`config.mk`:
```
export PLATFORM = sky130hd
export DESIGN_NAME = spis_top
export DESIGN_NICKNAME = d
export VERILOG_FILES = /design/src/spis_pkg.sv /design/src/wb_pkg.sv /design/src/spis_ifs.sv /design/src/spis_capture.sv /design/src/spis_frame.sv /design/src/spis_wb_master.sv /design/src/spis_reg_bank.sv /design/src/spis_top.sv
export SDC_FILE = /design/constraint.sdc
export NUM_CORES = 1
export LEC_CHECK = 0
export BUFFER_PORTS_ARGS = -buffer_cell sky130_fd_sc_hd__buf_2
export CAP_MARGIN = 20
export CORE_AREA = 2 2 270 272
export DETAILED_ROUTE_END_ITERATION = 8
export DIE_AREA = 0 0 272 274
export GPL_TIMING_DRIVEN = 0
export PLACE_DENSITY = 0.65
export SLEW_MARGIN = 20
export SYNTH_ARGS = -nofsm -noshare
export SYNTH_HDL_FRONTEND = slang
export SYNTH_SLANG_ARGS = --single-unit
```
`constraint.sdc`:
```
create_clock -name sys_clk -period 5.2 [get_ports sys_clk]
set_input_delay 1.56 -clock sys_clk [delete_from_list [all_inputs] [get_ports sys_clk]]
set_output_delay 1.56 -clock sys_clk [all_outputs]
set_load 0.01 [all_outputs]
```
`src/spis_pkg.sv`:
```
// Serial protocol definitions for the SPI slave
// Mode 0 only, MSB first, one 32-bit word per command
// Opcodes other than read and write are dropped by the frame stage

package spis_pkg;

  //////////////////////////////////////////////////////////////////////
  // Command opcode, upper nibble of the command byte
  //////////////////////////////////////////////////////////////////////
  typedef enum logic [3:0] {
    OP_READ  = 4'd1,
    OP_WRITE = 4'd2
  } opcode_t;

  // Frame phases
  typedef enum logic [2:0] {
    ST_IDLE,
    ST_CMD,
    ST_ADDR,
    ST_WDATA,
    ST_WIDLE,
    ST_RWAIT,
    ST_RDATA
  } frame_st_t;

  // Bit position inside one phase, wide enough for 32
  typedef logic [5:0] bitcnt_t;

  // Phase lengths in sclk periods
  localparam int CMD_BITS  = 8;
  localparam int ADDR_BITS = 32;
  localparam int DATA_BITS = 32;
  localparam int WAIT_BITS = 8;

endpackage

```
`src/wb_pkg.sv`:
```
// Internal Wishbone classic bus widths
// Byte addressed, 32-bit data, four byte lanes
// Bank size default applies when the top level does not override it

package wb_pkg;

  // Byte address
  typedef logic [31:0] addr_t;

  // Data word
  typedef logic [31:0] data_t;

  // Byte lane enables, bit n covers data bits 8n+7 down to 8n
  typedef logic [3:0]  sel_t;

  // Register count of the bank, power of two
  localparam int REG_WORDS_DEF = 16;

endpackage

```
`src/spis_ifs.sv`:
```
// Interfaces between the pipeline stages
// All signals live in the sys_clk domain
// Request is a level held until ack, ack is a single-cycle pulse

`timescale 1ns/1ps

//////////////////////////////////////////////////////////////////////
// Capture to frame stage
//////////////////////////////////////////////////////////////////////
interface spis_edge_if;
  // One-cycle pulses per sclk edge
  logic sck_rise;
  logic sck_fall;
  // Synchronized select, high while ssn is low
  logic sel_active;
  // Synchronized serial input
  logic sdin_s;

  modport producer (output sck_rise, sck_fall, sel_active, sdin_s);
  modport consumer (input  sck_rise, sck_fall, sel_active, sdin_s);
endinterface

//////////////////////////////////////////////////////////////////////
// Frame stage to bus stage request
//////////////////////////////////////////////////////////////////////
interface spis_req_if;
  import wb_pkg::*;

  logic  wr;
  logic  rd;
  addr_t addr;
  sel_t  be;
  data_t wdata;
  // Returned by the bus stage
  data_t rdata;
  logic  ack;

  modport frame (output wr, rd, addr, be, wdata, input  rdata, ack);
  modport bus   (input  wr, rd, addr, be, wdata, output rdata, ack);
endinterface

//////////////////////////////////////////////////////////////////////
// Wishbone classic, no ERR or RTY
//////////////////////////////////////////////////////////////////////
interface wb_if;
  import wb_pkg::*;

  logic  cyc;
  logic  stb;
  logic  we;
  addr_t adr;
  sel_t  sel;
  data_t dat_w;
  data_t dat_r;
  logic  ack;

  modport master (output cyc, stb, we, adr, sel, dat_w, input  dat_r, ack);
  modport slave  (input  cyc, stb, we, adr, sel, dat_w, output dat_r, ack);
endinterface

```
`src/spis_capture.sv`:
```
// Pin synchronizers and sclk edge detection
// sclk must run at sys_clk / 8 or slower
// sel_active and sdin_s lag the pins by 2 cycles, edge pulses by 3

`timescale 1ns/1ps

module spis_capture (
  input  logic          sys_clk,
  input  logic          rst_n,
  input  logic          sclk,
  input  logic          ssn,
  input  logic          sdin,
  spis_edge_if.producer edge_o
);

  // Two-flop synchronizer chains, bit 1 is the stable output
  logic [1:0] sclk_sync;
  logic [1:0] ssn_sync;
  logic [1:0] sdin_sync;
  // Delayed copy of the synchronized sclk
  logic       sclk_d;

  always_ff @(posedge sys_clk or negedge rst_n) begin
    if (!rst_n) begin
      // Idle levels, sclk and ssn high
      sclk_sync       <= 2'b11;
      ssn_sync        <= 2'b11;
      sdin_sync       <= 2'b00;
      sclk_d          <= 1'b1;
      edge_o.sck_rise <= 1'b0;
      edge_o.sck_fall <= 1'b0;
    end else begin
      sclk_sync       <= {sclk_sync[0], sclk};
      ssn_sync        <= {ssn_sync[0], ssn};
      sdin_sync       <= {sdin_sync[0], sdin};
      sclk_d          <= sclk_sync[1];
      // Registered edge pulses
      edge_o.sck_rise <= sclk_sync[1] & ~sclk_d;
      edge_o.sck_fall <= ~sclk_sync[1] & sclk_d;
    end
  end

  // Active select is ssn low
  assign edge_o.sel_active = ~ssn_sync[1];
  assign edge_o.sdin_s     = sdin_sync[1];

endmodule

```
`src/spis_frame.sv`:
```
// Frame decoder, serial shift registers and sdout driver
// Command byte, 32-bit address, then write data or wait bits and read data
// ssn must stay low until after the last sclk falling edge of a frame
// Read data must return within the 8 wait bits, given the sclk limit

`timescale 1ns/1ps

module spis_frame (
  input  logic            sys_clk,
  input  logic            rst_n,
  spis_edge_if.consumer   edge_i,
  spis_req_if.frame       req,
  output logic            sdout,
  output logic            sdout_oen
);
  import spis_pkg::*;
  import wb_pkg::*;

  frame_st_t           state;
  bitcnt_t             bitcnt;
  // Index of the final bit of the current phase
  bitcnt_t             last_idx;
  logic                last_bit;
  logic [CMD_BITS-1:0] cmd_q;
  opcode_t             opcode;
  addr_t               addr_q;
  data_t               wdata_q;
  data_t               rd_shift;

  //////////////////////////////////////////////////////////////////////
  // Phase length lookup
  //////////////////////////////////////////////////////////////////////
  always_comb begin
    case (state)
      ST_ADDR:            last_idx = bitcnt_t'(ADDR_BITS - 1);
      ST_WDATA, ST_RDATA: last_idx = bitcnt_t'(DATA_BITS - 1);
      ST_WIDLE, ST_RWAIT: last_idx = bitcnt_t'(WAIT_BITS - 1);
      default:            last_idx = bitcnt_t'(CMD_BITS - 1);
    endcase
  end

  assign last_bit = (bitcnt == last_idx);
  assign opcode   = opcode_t'(cmd_q[CMD_BITS-1:CMD_BITS-4]);

  // Request payload straight from the shift registers
  assign req.addr  = addr_q;
  assign req.be    = sel_t'(cmd_q[3:0]);
  assign req.wdata = wdata_q;

  //////////////////////////////////////////////////////////////////////
  // Shift registers
  //////////////////////////////////////////////////////////////////////
  always_ff @(posedge sys_clk) begin
    // Inbound bits on sclk rise
    if (edge_i.sck_rise) begin
      if (state == ST_CMD) begin
        cmd_q <= {cmd_q[CMD_BITS-2:0], edge_i.sdin_s};
      end
      if (state == ST_ADDR) begin
        addr_q <= {addr_q[$bits(addr_t)-2:0], edge_i.sdin_s};
      end
      if (state == ST_WDATA) begin
        wdata_q <= {wdata_q[DATA_BITS-2:0], edge_i.sdin_s};
      end
    end
    // Read word arrives during the wait bits
    if (req.ack && req.rd) begin
      rd_shift <= req.rdata;
    end else if (state == ST_RDATA && edge_i.sck_fall) begin
      rd_shift <= {rd_shift[DATA_BITS-2:0], 1'b0};
    end
  end

  //////////////////////////////////////////////////////////////////////
  // Frame FSM
  //////////////////////////////////////////////////////////////////////
  always_ff @(posedge sys_clk or negedge rst_n) begin
    if (!rst_n) begin
      state     <= ST_IDLE;
      bitcnt    <= '0;
      req.wr    <= 1'b0;
      req.rd    <= 1'b0;
      sdout     <= 1'b0;
      sdout_oen <= 1'b1;
    end else if (!edge_i.sel_active) begin
      // Deselect aborts the frame and releases sdout
      state     <= ST_IDLE;
      bitcnt    <= '0;
      req.wr    <= 1'b0;
      req.rd    <= 1'b0;
      sdout_oen <= 1'b1;
    end else begin
      // Request ends the cycle after ack
      if (req.ack) begin
        req.wr <= 1'b0;
        req.rd <= 1'b0;
      end
      // Next data bit, MSB first
      if (state == ST_RDATA && edge_i.sck_fall) begin
        sdout <= rd_shift[DATA_BITS-1];
      end
      if (state == ST_IDLE) begin
        state  <= ST_CMD;
        bitcnt <= '0;
      end else if (edge_i.sck_rise) begin
        bitcnt <= last_bit ? '0 : bitcnt + 1'b1;
        if (last_bit) begin
          case (state)
            ST_CMD:   state <= ST_ADDR;
            ST_ADDR: begin
              // Opcode decode once the address is complete
              if (opcode == OP_READ) begin
                req.rd <= 1'b1;
                state  <= ST_RWAIT;
              end else if (opcode == OP_WRITE) begin
                state  <= ST_WDATA;
              end else begin
                state  <= ST_CMD;
              end
            end
            ST_WDATA: begin
              req.wr <= 1'b1;
              state  <= ST_WIDLE;
            end
            ST_WIDLE: state <= ST_CMD;
            ST_RWAIT: begin
              // Drive from the last wait bit on
              sdout_oen <= 1'b0;
              state     <= ST_RDATA;
            end
            ST_RDATA: begin
              sdout_oen <= 1'b1;
              state     <= ST_CMD;
            end
            default:  state <= ST_IDLE;
          endcase
        end
      end
    end
  end

  // Request kinds are exclusive
  assert property (@(posedge sys_clk) disable iff (!rst_n) !(req.wr && req.rd))
    else $error("spis_frame: wr and rd high together");

  // Output only enabled around the read data phase
  assert property (@(posedge sys_clk) disable iff (!rst_n)
    (state != ST_RDATA && state != ST_RWAIT) |-> sdout_oen)
    else $error("spis_frame: sdout_oen low outside read phase");

endmodule

```
`src/spis_wb_master.sv`:
```
// Request to Wishbone classic bridge
// One bus cycle per rising edge of a request level
// A started cycle always completes, even if the request drops early

`timescale 1ns/1ps

module spis_wb_master (
  input  logic     sys_clk,
  input  logic     rst_n,
  spis_req_if.bus  req,
  wb_if.master     wb
);
  import wb_pkg::*;

  logic  req_lvl;
  // Edge guard, last cycle's request level
  logic  req_seen;
  logic  pending;
  logic  cyc_q;
  logic  stb_q;
  logic  ack_q;
  logic  we_q;
  addr_t adr_q;
  sel_t  sel_q;
  data_t dat_w_q;
  data_t rdata_q;

  assign req_lvl = req.wr | req.rd;
  // New request, bus idle
  assign pending = req_lvl & ~req_seen & ~cyc_q;

  always_ff @(posedge sys_clk or negedge rst_n) begin
    if (!rst_n) begin
      req_seen <= 1'b0;
      cyc_q    <= 1'b0;
      stb_q    <= 1'b0;
      ack_q    <= 1'b0;
    end else begin
      req_seen <= req_lvl;
      ack_q    <= 1'b0;
      if (pending) begin
        cyc_q <= 1'b1;
        stb_q <= 1'b1;
      end else if (cyc_q && wb.ack) begin
        // End of cycle, answer the frame stage
        cyc_q <= 1'b0;
        stb_q <= 1'b0;
        ack_q <= 1'b1;
      end
    end
  end

  // Bus payload held for the whole cycle
  always_ff @(posedge sys_clk) begin
    if (pending) begin
      we_q    <= req.wr;
      adr_q   <= req.addr;
      sel_q   <= req.be;
      dat_w_q <= req.wdata;
    end
    if (cyc_q && wb.ack) begin
      rdata_q <= wb.dat_r;
    end
  end

  assign wb.cyc    = cyc_q;
  assign wb.stb    = stb_q;
  assign wb.we     = we_q;
  assign wb.adr    = adr_q;
  assign wb.sel    = sel_q;
  assign wb.dat_w  = dat_w_q;
  assign req.rdata = rdata_q;
  assign req.ack   = ack_q;

  assert property (@(posedge sys_clk) disable iff (!rst_n) wb.stb |-> wb.cyc)
    else $error("spis_wb_master: stb without cyc");

endmodule

```
`src/spis_reg_bank.sv`:
```
// Wishbone classic register bank, REG_WORDS 32-bit words
// REG_WORDS must be a power of two from 2 to 256
// Out-of-range accesses are acked, read as zero and write nothing

`timescale 1ns/1ps

module spis_reg_bank #(
  parameter int REG_WORDS = wb_pkg::REG_WORDS_DEF
) (
  input  logic sys_clk,
  input  logic rst_n,
  wb_if.slave  wb
);
  import wb_pkg::*;

  localparam int IDX_W = $clog2(REG_WORDS);

  data_t            regs [REG_WORDS];
  logic [IDX_W-1:0] idx;
  logic             in_range;
  logic             access;
  logic             ack_q;
  data_t            dat_r_q;

  // Word index from address bits above bit 1
  assign idx      = wb.adr[IDX_W+1:2];
  assign in_range = (wb.adr[$bits(addr_t)-1:IDX_W+2] == '0);
  // First cycle of a bus access
  assign access   = wb.cyc & wb.stb & ~ack_q;

  always_ff @(posedge sys_clk or negedge rst_n) begin
    if (!rst_n) begin
      for (int i = 0; i < REG_WORDS; i++) begin
        regs[i] <= '0;
      end
      ack_q <= 1'b0;
    end else begin
      // Self-clearing single-cycle ack
      ack_q <= access;
      if (access && wb.we && in_range) begin
        for (int b = 0; b < $bits(sel_t); b++) begin
          if (wb.sel[b]) begin
            regs[idx][8*b +: 8] <= wb.dat_w[8*b +: 8];
          end
        end
      end
    end
  end

  // Read word valid together with ack
  always_ff @(posedge sys_clk) begin
    if (access) begin
      dat_r_q <= in_range ? regs[idx] : '0;
    end
  end

  assign wb.ack   = ack_q;
  assign wb.dat_r = dat_r_q;

  assert property (@(posedge sys_clk) disable iff (!rst_n) wb.ack |=> !wb.ack)
    else $error("spis_reg_bank: ack held for two cycles");

endmodule

```
`src/spis_top.sv`:
```
// SPI slave to register bank bridge, mode 0, MSB first
// sclk must run at sys_clk / 8 or slower
// sdout_oen is active low, sdout is only valid while it is low

`timescale 1ns/1ps

module spis_top #(
  parameter int REG_WORDS = wb_pkg::REG_WORDS_DEF
) (
  input  logic sys_clk,
  input  logic rst_n,
  input  logic sclk,
  input  logic ssn,
  input  logic sdin,
  output logic sdout,
  output logic sdout_oen
);

  //////////////////////////////////////////////////////////////////////
  // Stage links
  //////////////////////////////////////////////////////////////////////
  spis_edge_if u_edge_if ();
  spis_req_if  u_req_if ();
  wb_if        u_wb_if ();

  // Pin sync and sclk edges
  spis_capture u_capture (
    .sys_clk (sys_clk),
    .rst_n   (rst_n),
    .sclk    (sclk),
    .ssn     (ssn),
    .sdin    (sdin),
    .edge_o  (u_edge_if)
  );

  // Frame decode and serial output
  spis_frame u_frame (
    .sys_clk   (sys_clk),
    .rst_n     (rst_n),
    .edge_i    (u_edge_if),
    .req       (u_req_if),
    .sdout     (sdout),
    .sdout_oen (sdout_oen)
  );

  spis_wb_master u_wb_master (
    .sys_clk (sys_clk),
    .rst_n   (rst_n),
    .req     (u_req_if),
    .wb      (u_wb_if)
  );

  spis_reg_bank #(
    .REG_WORDS (REG_WORDS)
  ) u_reg_bank (
    .sys_clk (sys_clk),
    .rst_n   (rst_n),
    .wb      (u_wb_if)
  );

endmodule

```
==> results by stage <==
Drt:
- The detailed router finished its first iteration with 1,256 violations.
- Before antenna repair, the detailed router went through 5 iterations.
- Dividing the detail-routed via count by the number of cells gives 5.72.
- Once detail routing completed, the nets flagged for antenna violations numbered 0.
- The overall routed net length is 73,300 um.
- The per-cell routed wire length is 24.7 um.
- The total number of vias is 16,900.
- After detailed routing, the number of remaining DRC violations is 0.

Layout:
- The finished layout holds 2,964 standard cells, fillers aside.
- The final layout contains 1,942 nets.
- The number of fill cells in the layout is 5,739.
- After routing the design area is 36,900 um^2.
- The layout cell share with drive strength beyond 1 is 0.460.
- Compared with the post-synthesis result, the final layout area differs by 13.0%.
- The antenna diode count is 0.

Global route:
- The number of antenna violations at the first check in global routing came to 0.
- Entering global routing, the biggest net connects 102 pins.
- The first global-routing pass estimated 113,000 um of wire.
- The via count of the first global-routing pass is 18,400.
- In the global route stage, overall resource usage came out at 0.202.
- The leftover overflow at the end of global routing is 0.

Placement:
- The number of instances in the placed design is 2,811.
- After detailed placement, the total cell area comes to 34,300 um^2.
- The count of buffers added on input and output ports is 6.
- At the end of routability-driven placement, the weighted congestion stood at 0.772.
- The HPWL after detailed placement is 48,500 um.

Worst setup path:
- The top fanout value on the critical path is 10.
- The cell repeated most along the worst path is clkbuf_1.
- The worst endpoint data arrival time is 3.56 ns.
- The critical path goes through clkbuf_1, clkbuf_1, buf_1, mux4_2, a22oi_1, a21oi_1.
- The worst setup path is launched from a flop.
- The capturing element type of the critical path is a flop.
- The cell type group with the largest total delay on the critical path is buffers and inverters.
- The worst setup path is of the flop to flop kind.
- The required time at the worst-slack endpoint is 5.55 ns.
- On the worst path, the slowest cell contributes a delay of 0.82 ns.
- Together, buffers and inverters on the worst path number 3.
- On the critical path, the stage with the largest delay is an instance of buf_1.

STA:
- The headroom to the max-slew limit is 0.246.
- The final count of hold timing violations is 0.
- The routed design could run at a clock period as short as 3.21 ns.
- The number of pins exceeding their max-slew limit in the final report is 0.
- The number of setup violations in the final report is 0.
- In the finished design, the share of the clock period the worst path needs comes to 0.617.
- For the final database, setup skew stands at 0.0289 ns.
- Setup repair after global routing left no endpoint under its margin.
- The slew at the pin closest to its max-slew limit is 1.12 ns.
- The peak clock frequency supported by timing is 312 MHz.

CTS:
- The CTS tree is done.
- The clock tree buffer depth is 3.
- Post-CTS timing repair inserted 0 buffers for setup.
- Clock-pin slew was measured on the worst setup and hold paths at 0.06 ns.
- CTS placed an instance of clkbuf_16 at the clock tree root.
- The number of buffers inserted for hold repair after clock tree synthesis is 0.
- The total clock sinks is 773.
- The count of instances resized after the clock tree is built is 0.
- At the later pin of the worst-skew pair, clock insertion delay measures 0.63 ns.
- TritonCTS created 82 clock buffers.
- The number of H-tree levels is 3.

Pwr:
- The power density of the placed cells is 325 nW/um^2.
- After layout, the design draws a total of 12.0 mW.
- Across the VDD grid, the largest voltage drop is 0.221 mV.
- In this run the static leakage power is 15.9 nW.

Synthesis:
- The top-area cell type share of the netlist area is 0.408.
- The total of warnings raised by yosys is 0.
- Yosys mapped a number of flops with a built-in enable equal to 235.
- The cell count after synthesis is 1,828.
- In the synthesized netlist the async set-or-reset flop fraction comes to 0.696.
- The post-synthesis net count is 1,834.
- The synthesized netlist occupies a cell area of 32,600 um^2.
- Counting flops and latches in the post-synthesis netlist gives 773.
- The share of the Yosys chip area taken by registers is 0.629.
- The most repeated cell in the gate-level netlist after synthesis is mux2_2.
- Each instance of the synthesized netlist takes up on average 17.9 um^2.
- After synthesis, the cell types taking the most area are dfrtp_1 (41%), edfxtp_1 (22%), mux2_2 (19%).
- By count the netlist is led by mux2_2 (544), dfrtp_1 (532), edfxtp_1 (235).
- Among all flip-flop cells after synthesis, the most frequent one is dfrtp_1.
- Yosys mapped the design onto 43 distinct sky130hd cell types.
- The cell type contributing the most total cell area after synthesis is dfrtp_1.

Floorplanning:
- After floorplanning, the core was sized to cover 72,000 um^2.
- The vertical die dimension is 274 um.
- The initial utilization of the core area, before any placement, comes to 0.454.
- In this run the horizontal extent of the chip is 272 um.
- In this run the core area contains 99 standard-cell rows.
- The I/O pin count is 7.
- The die covers 74,500 um^2.

Outcome:
- The run finished with clean final reports.

Worst hold path:
- The worst hold path belongs to the class flop to flop.

Flow run:
- The reported max-cap violation count is 0.
registers in the layout, indices dropped and copies added, names as in the netlist, 3 cells and up:
signal / count
u_frame.bitcnt: 6
u_frame.state: 3
u_wb_master.wb.sel: 4
u_reg_bank.wb.dat_r: 32
u_reg_bank.regs: 512
u_wb_master.wb.dat_w: 32
u_wb_master.wb.adr: 30
u_frame.req.addr: 32
u_frame.rd_shift: 32
u_wb_master.req.rdata: 32
u_frame.cmd_q: 8
u_frame.req.wdata: 32
layer usage:
layer | up-vias | track usage | part of all wire
met5 | - | 0 | 0
met4 | 0 | 0.0674 | 0.030
met3 | 131 | 0.0307 | 0.032
met2 | 284 | 0.335 | 0.49
met1 | 9211 | 0.276 | 0.44
li1 | 7317 | - | -
final timing paths:
| check | endpoint | slack, ns | startpoint | cells past startpoint |
|---|---|---|---|---|
| max | u_reg_bank.wb.dat_r[2] | 1.99 | u_wb_master.wb.adr[3] | 6 |
| min | u_capture.ssn_sync[1] | 0.35 | u_capture.ssn_sync[0] | 0 |
| max reg2reg | u_reg_bank.wb.dat_r[2] | 1.99 | u_wb_master.wb.adr[3] | 6 |
| min reg2reg | u_capture.ssn_sync[1] | 0.35 | u_capture.ssn_sync[0] | 0 |
| max in group asynchronous | u_capture.sclk_d | 2.25 | rst_n | 5 |
| min in group asynchronous | u_reg_bank.regs[108] | 0.79 | rst_n | 1 |
power by group:
part | internal, mW | total, mW | leakage (nW) | switching, mW
sequential | 6.25 | 6.25 | 9.32 | 0.00337
combinational | 0.0178 | 0.107 | 5.30 | 0.0892
clock | 3.23 | 5.62 | 1.28 | 2.38
area by class of cell:
class	instances	area (um^2)	area share
clock buffers	124	2380	0.0646
inverters	5	18.8	0.000509
repair buffers	24	409	0.0111
multi-input cells	941	11600	0.315
plain buffers	109	514	0.0139
flip-flops and latches	773	20500	0.557
well taps	959	1200	0.0325
clock inverters	29	211	0.00573
layout by cell type (no fill, tap or decap), types with 8 or more instances in the layout:
cell | netlist | routed
a21oi_1 | 36 | 36
a22oi_1 | 64 | 64
buf_1 | 44 | 41
buf_16 | 0 | 9
buf_2 | 15 | 22
buf_4 | 10 | 12
clkbuf_1 | 34 | 62
clkbuf_16 | 0 | 85
clkbuf_8 | 0 | 11
clkinv_1 | 0 | 10
clkinv_2 | 0 | 11
dfrtp_1 | 532 | 532
edfxtp_1 | 235 | 235
mux2_2 | 544 | 544
mux4_2 | 128 | 128
nand2_1 | 25 | 24
nand3_1 | 9 | 9
nor2_1 | 11 | 10
nor4_1 | 8 | 8
nor4_4 | 60 | 60
kinds of logic (layout without fill, tap and decap cells):
logic type      count (synthesis)  after routing  synth area share
buf+inv                       114            291            0.0162
flops                         773            773             0.629
simple gates                  152            152            0.0541
xor+xnor                        3              3          0.000805
mux                           673            673             0.276
compound gates                112            112            0.0233
fa+ha+maj                       1              1          0.000383
metrics by stage:
step	worst slack (ns)	hold WS [ns]	setup TNS [ns]	util
after CTS	2.00	0.353	0	0.512
after floorplan	1.68	0.331	0	-
final	1.99	0.350	0	0.512
after detailed placement	1.51	0.348	0	0.476
after global placement	-7.94	0.347	-4221.76	0.471
after global routing	1.84	0.354	0	0.512
worst reg2reg max path: stages, from the launching register on:
cell	delay [ns]
edfxtp_1	0.37
clkbuf_1	0.29
clkbuf_1	0.57
buf_1	0.82
mux4_2	0.42
a22oi_1	0.35
a21oi_1	0.11
Note: power is estimated with default switching activity, not from simulation.
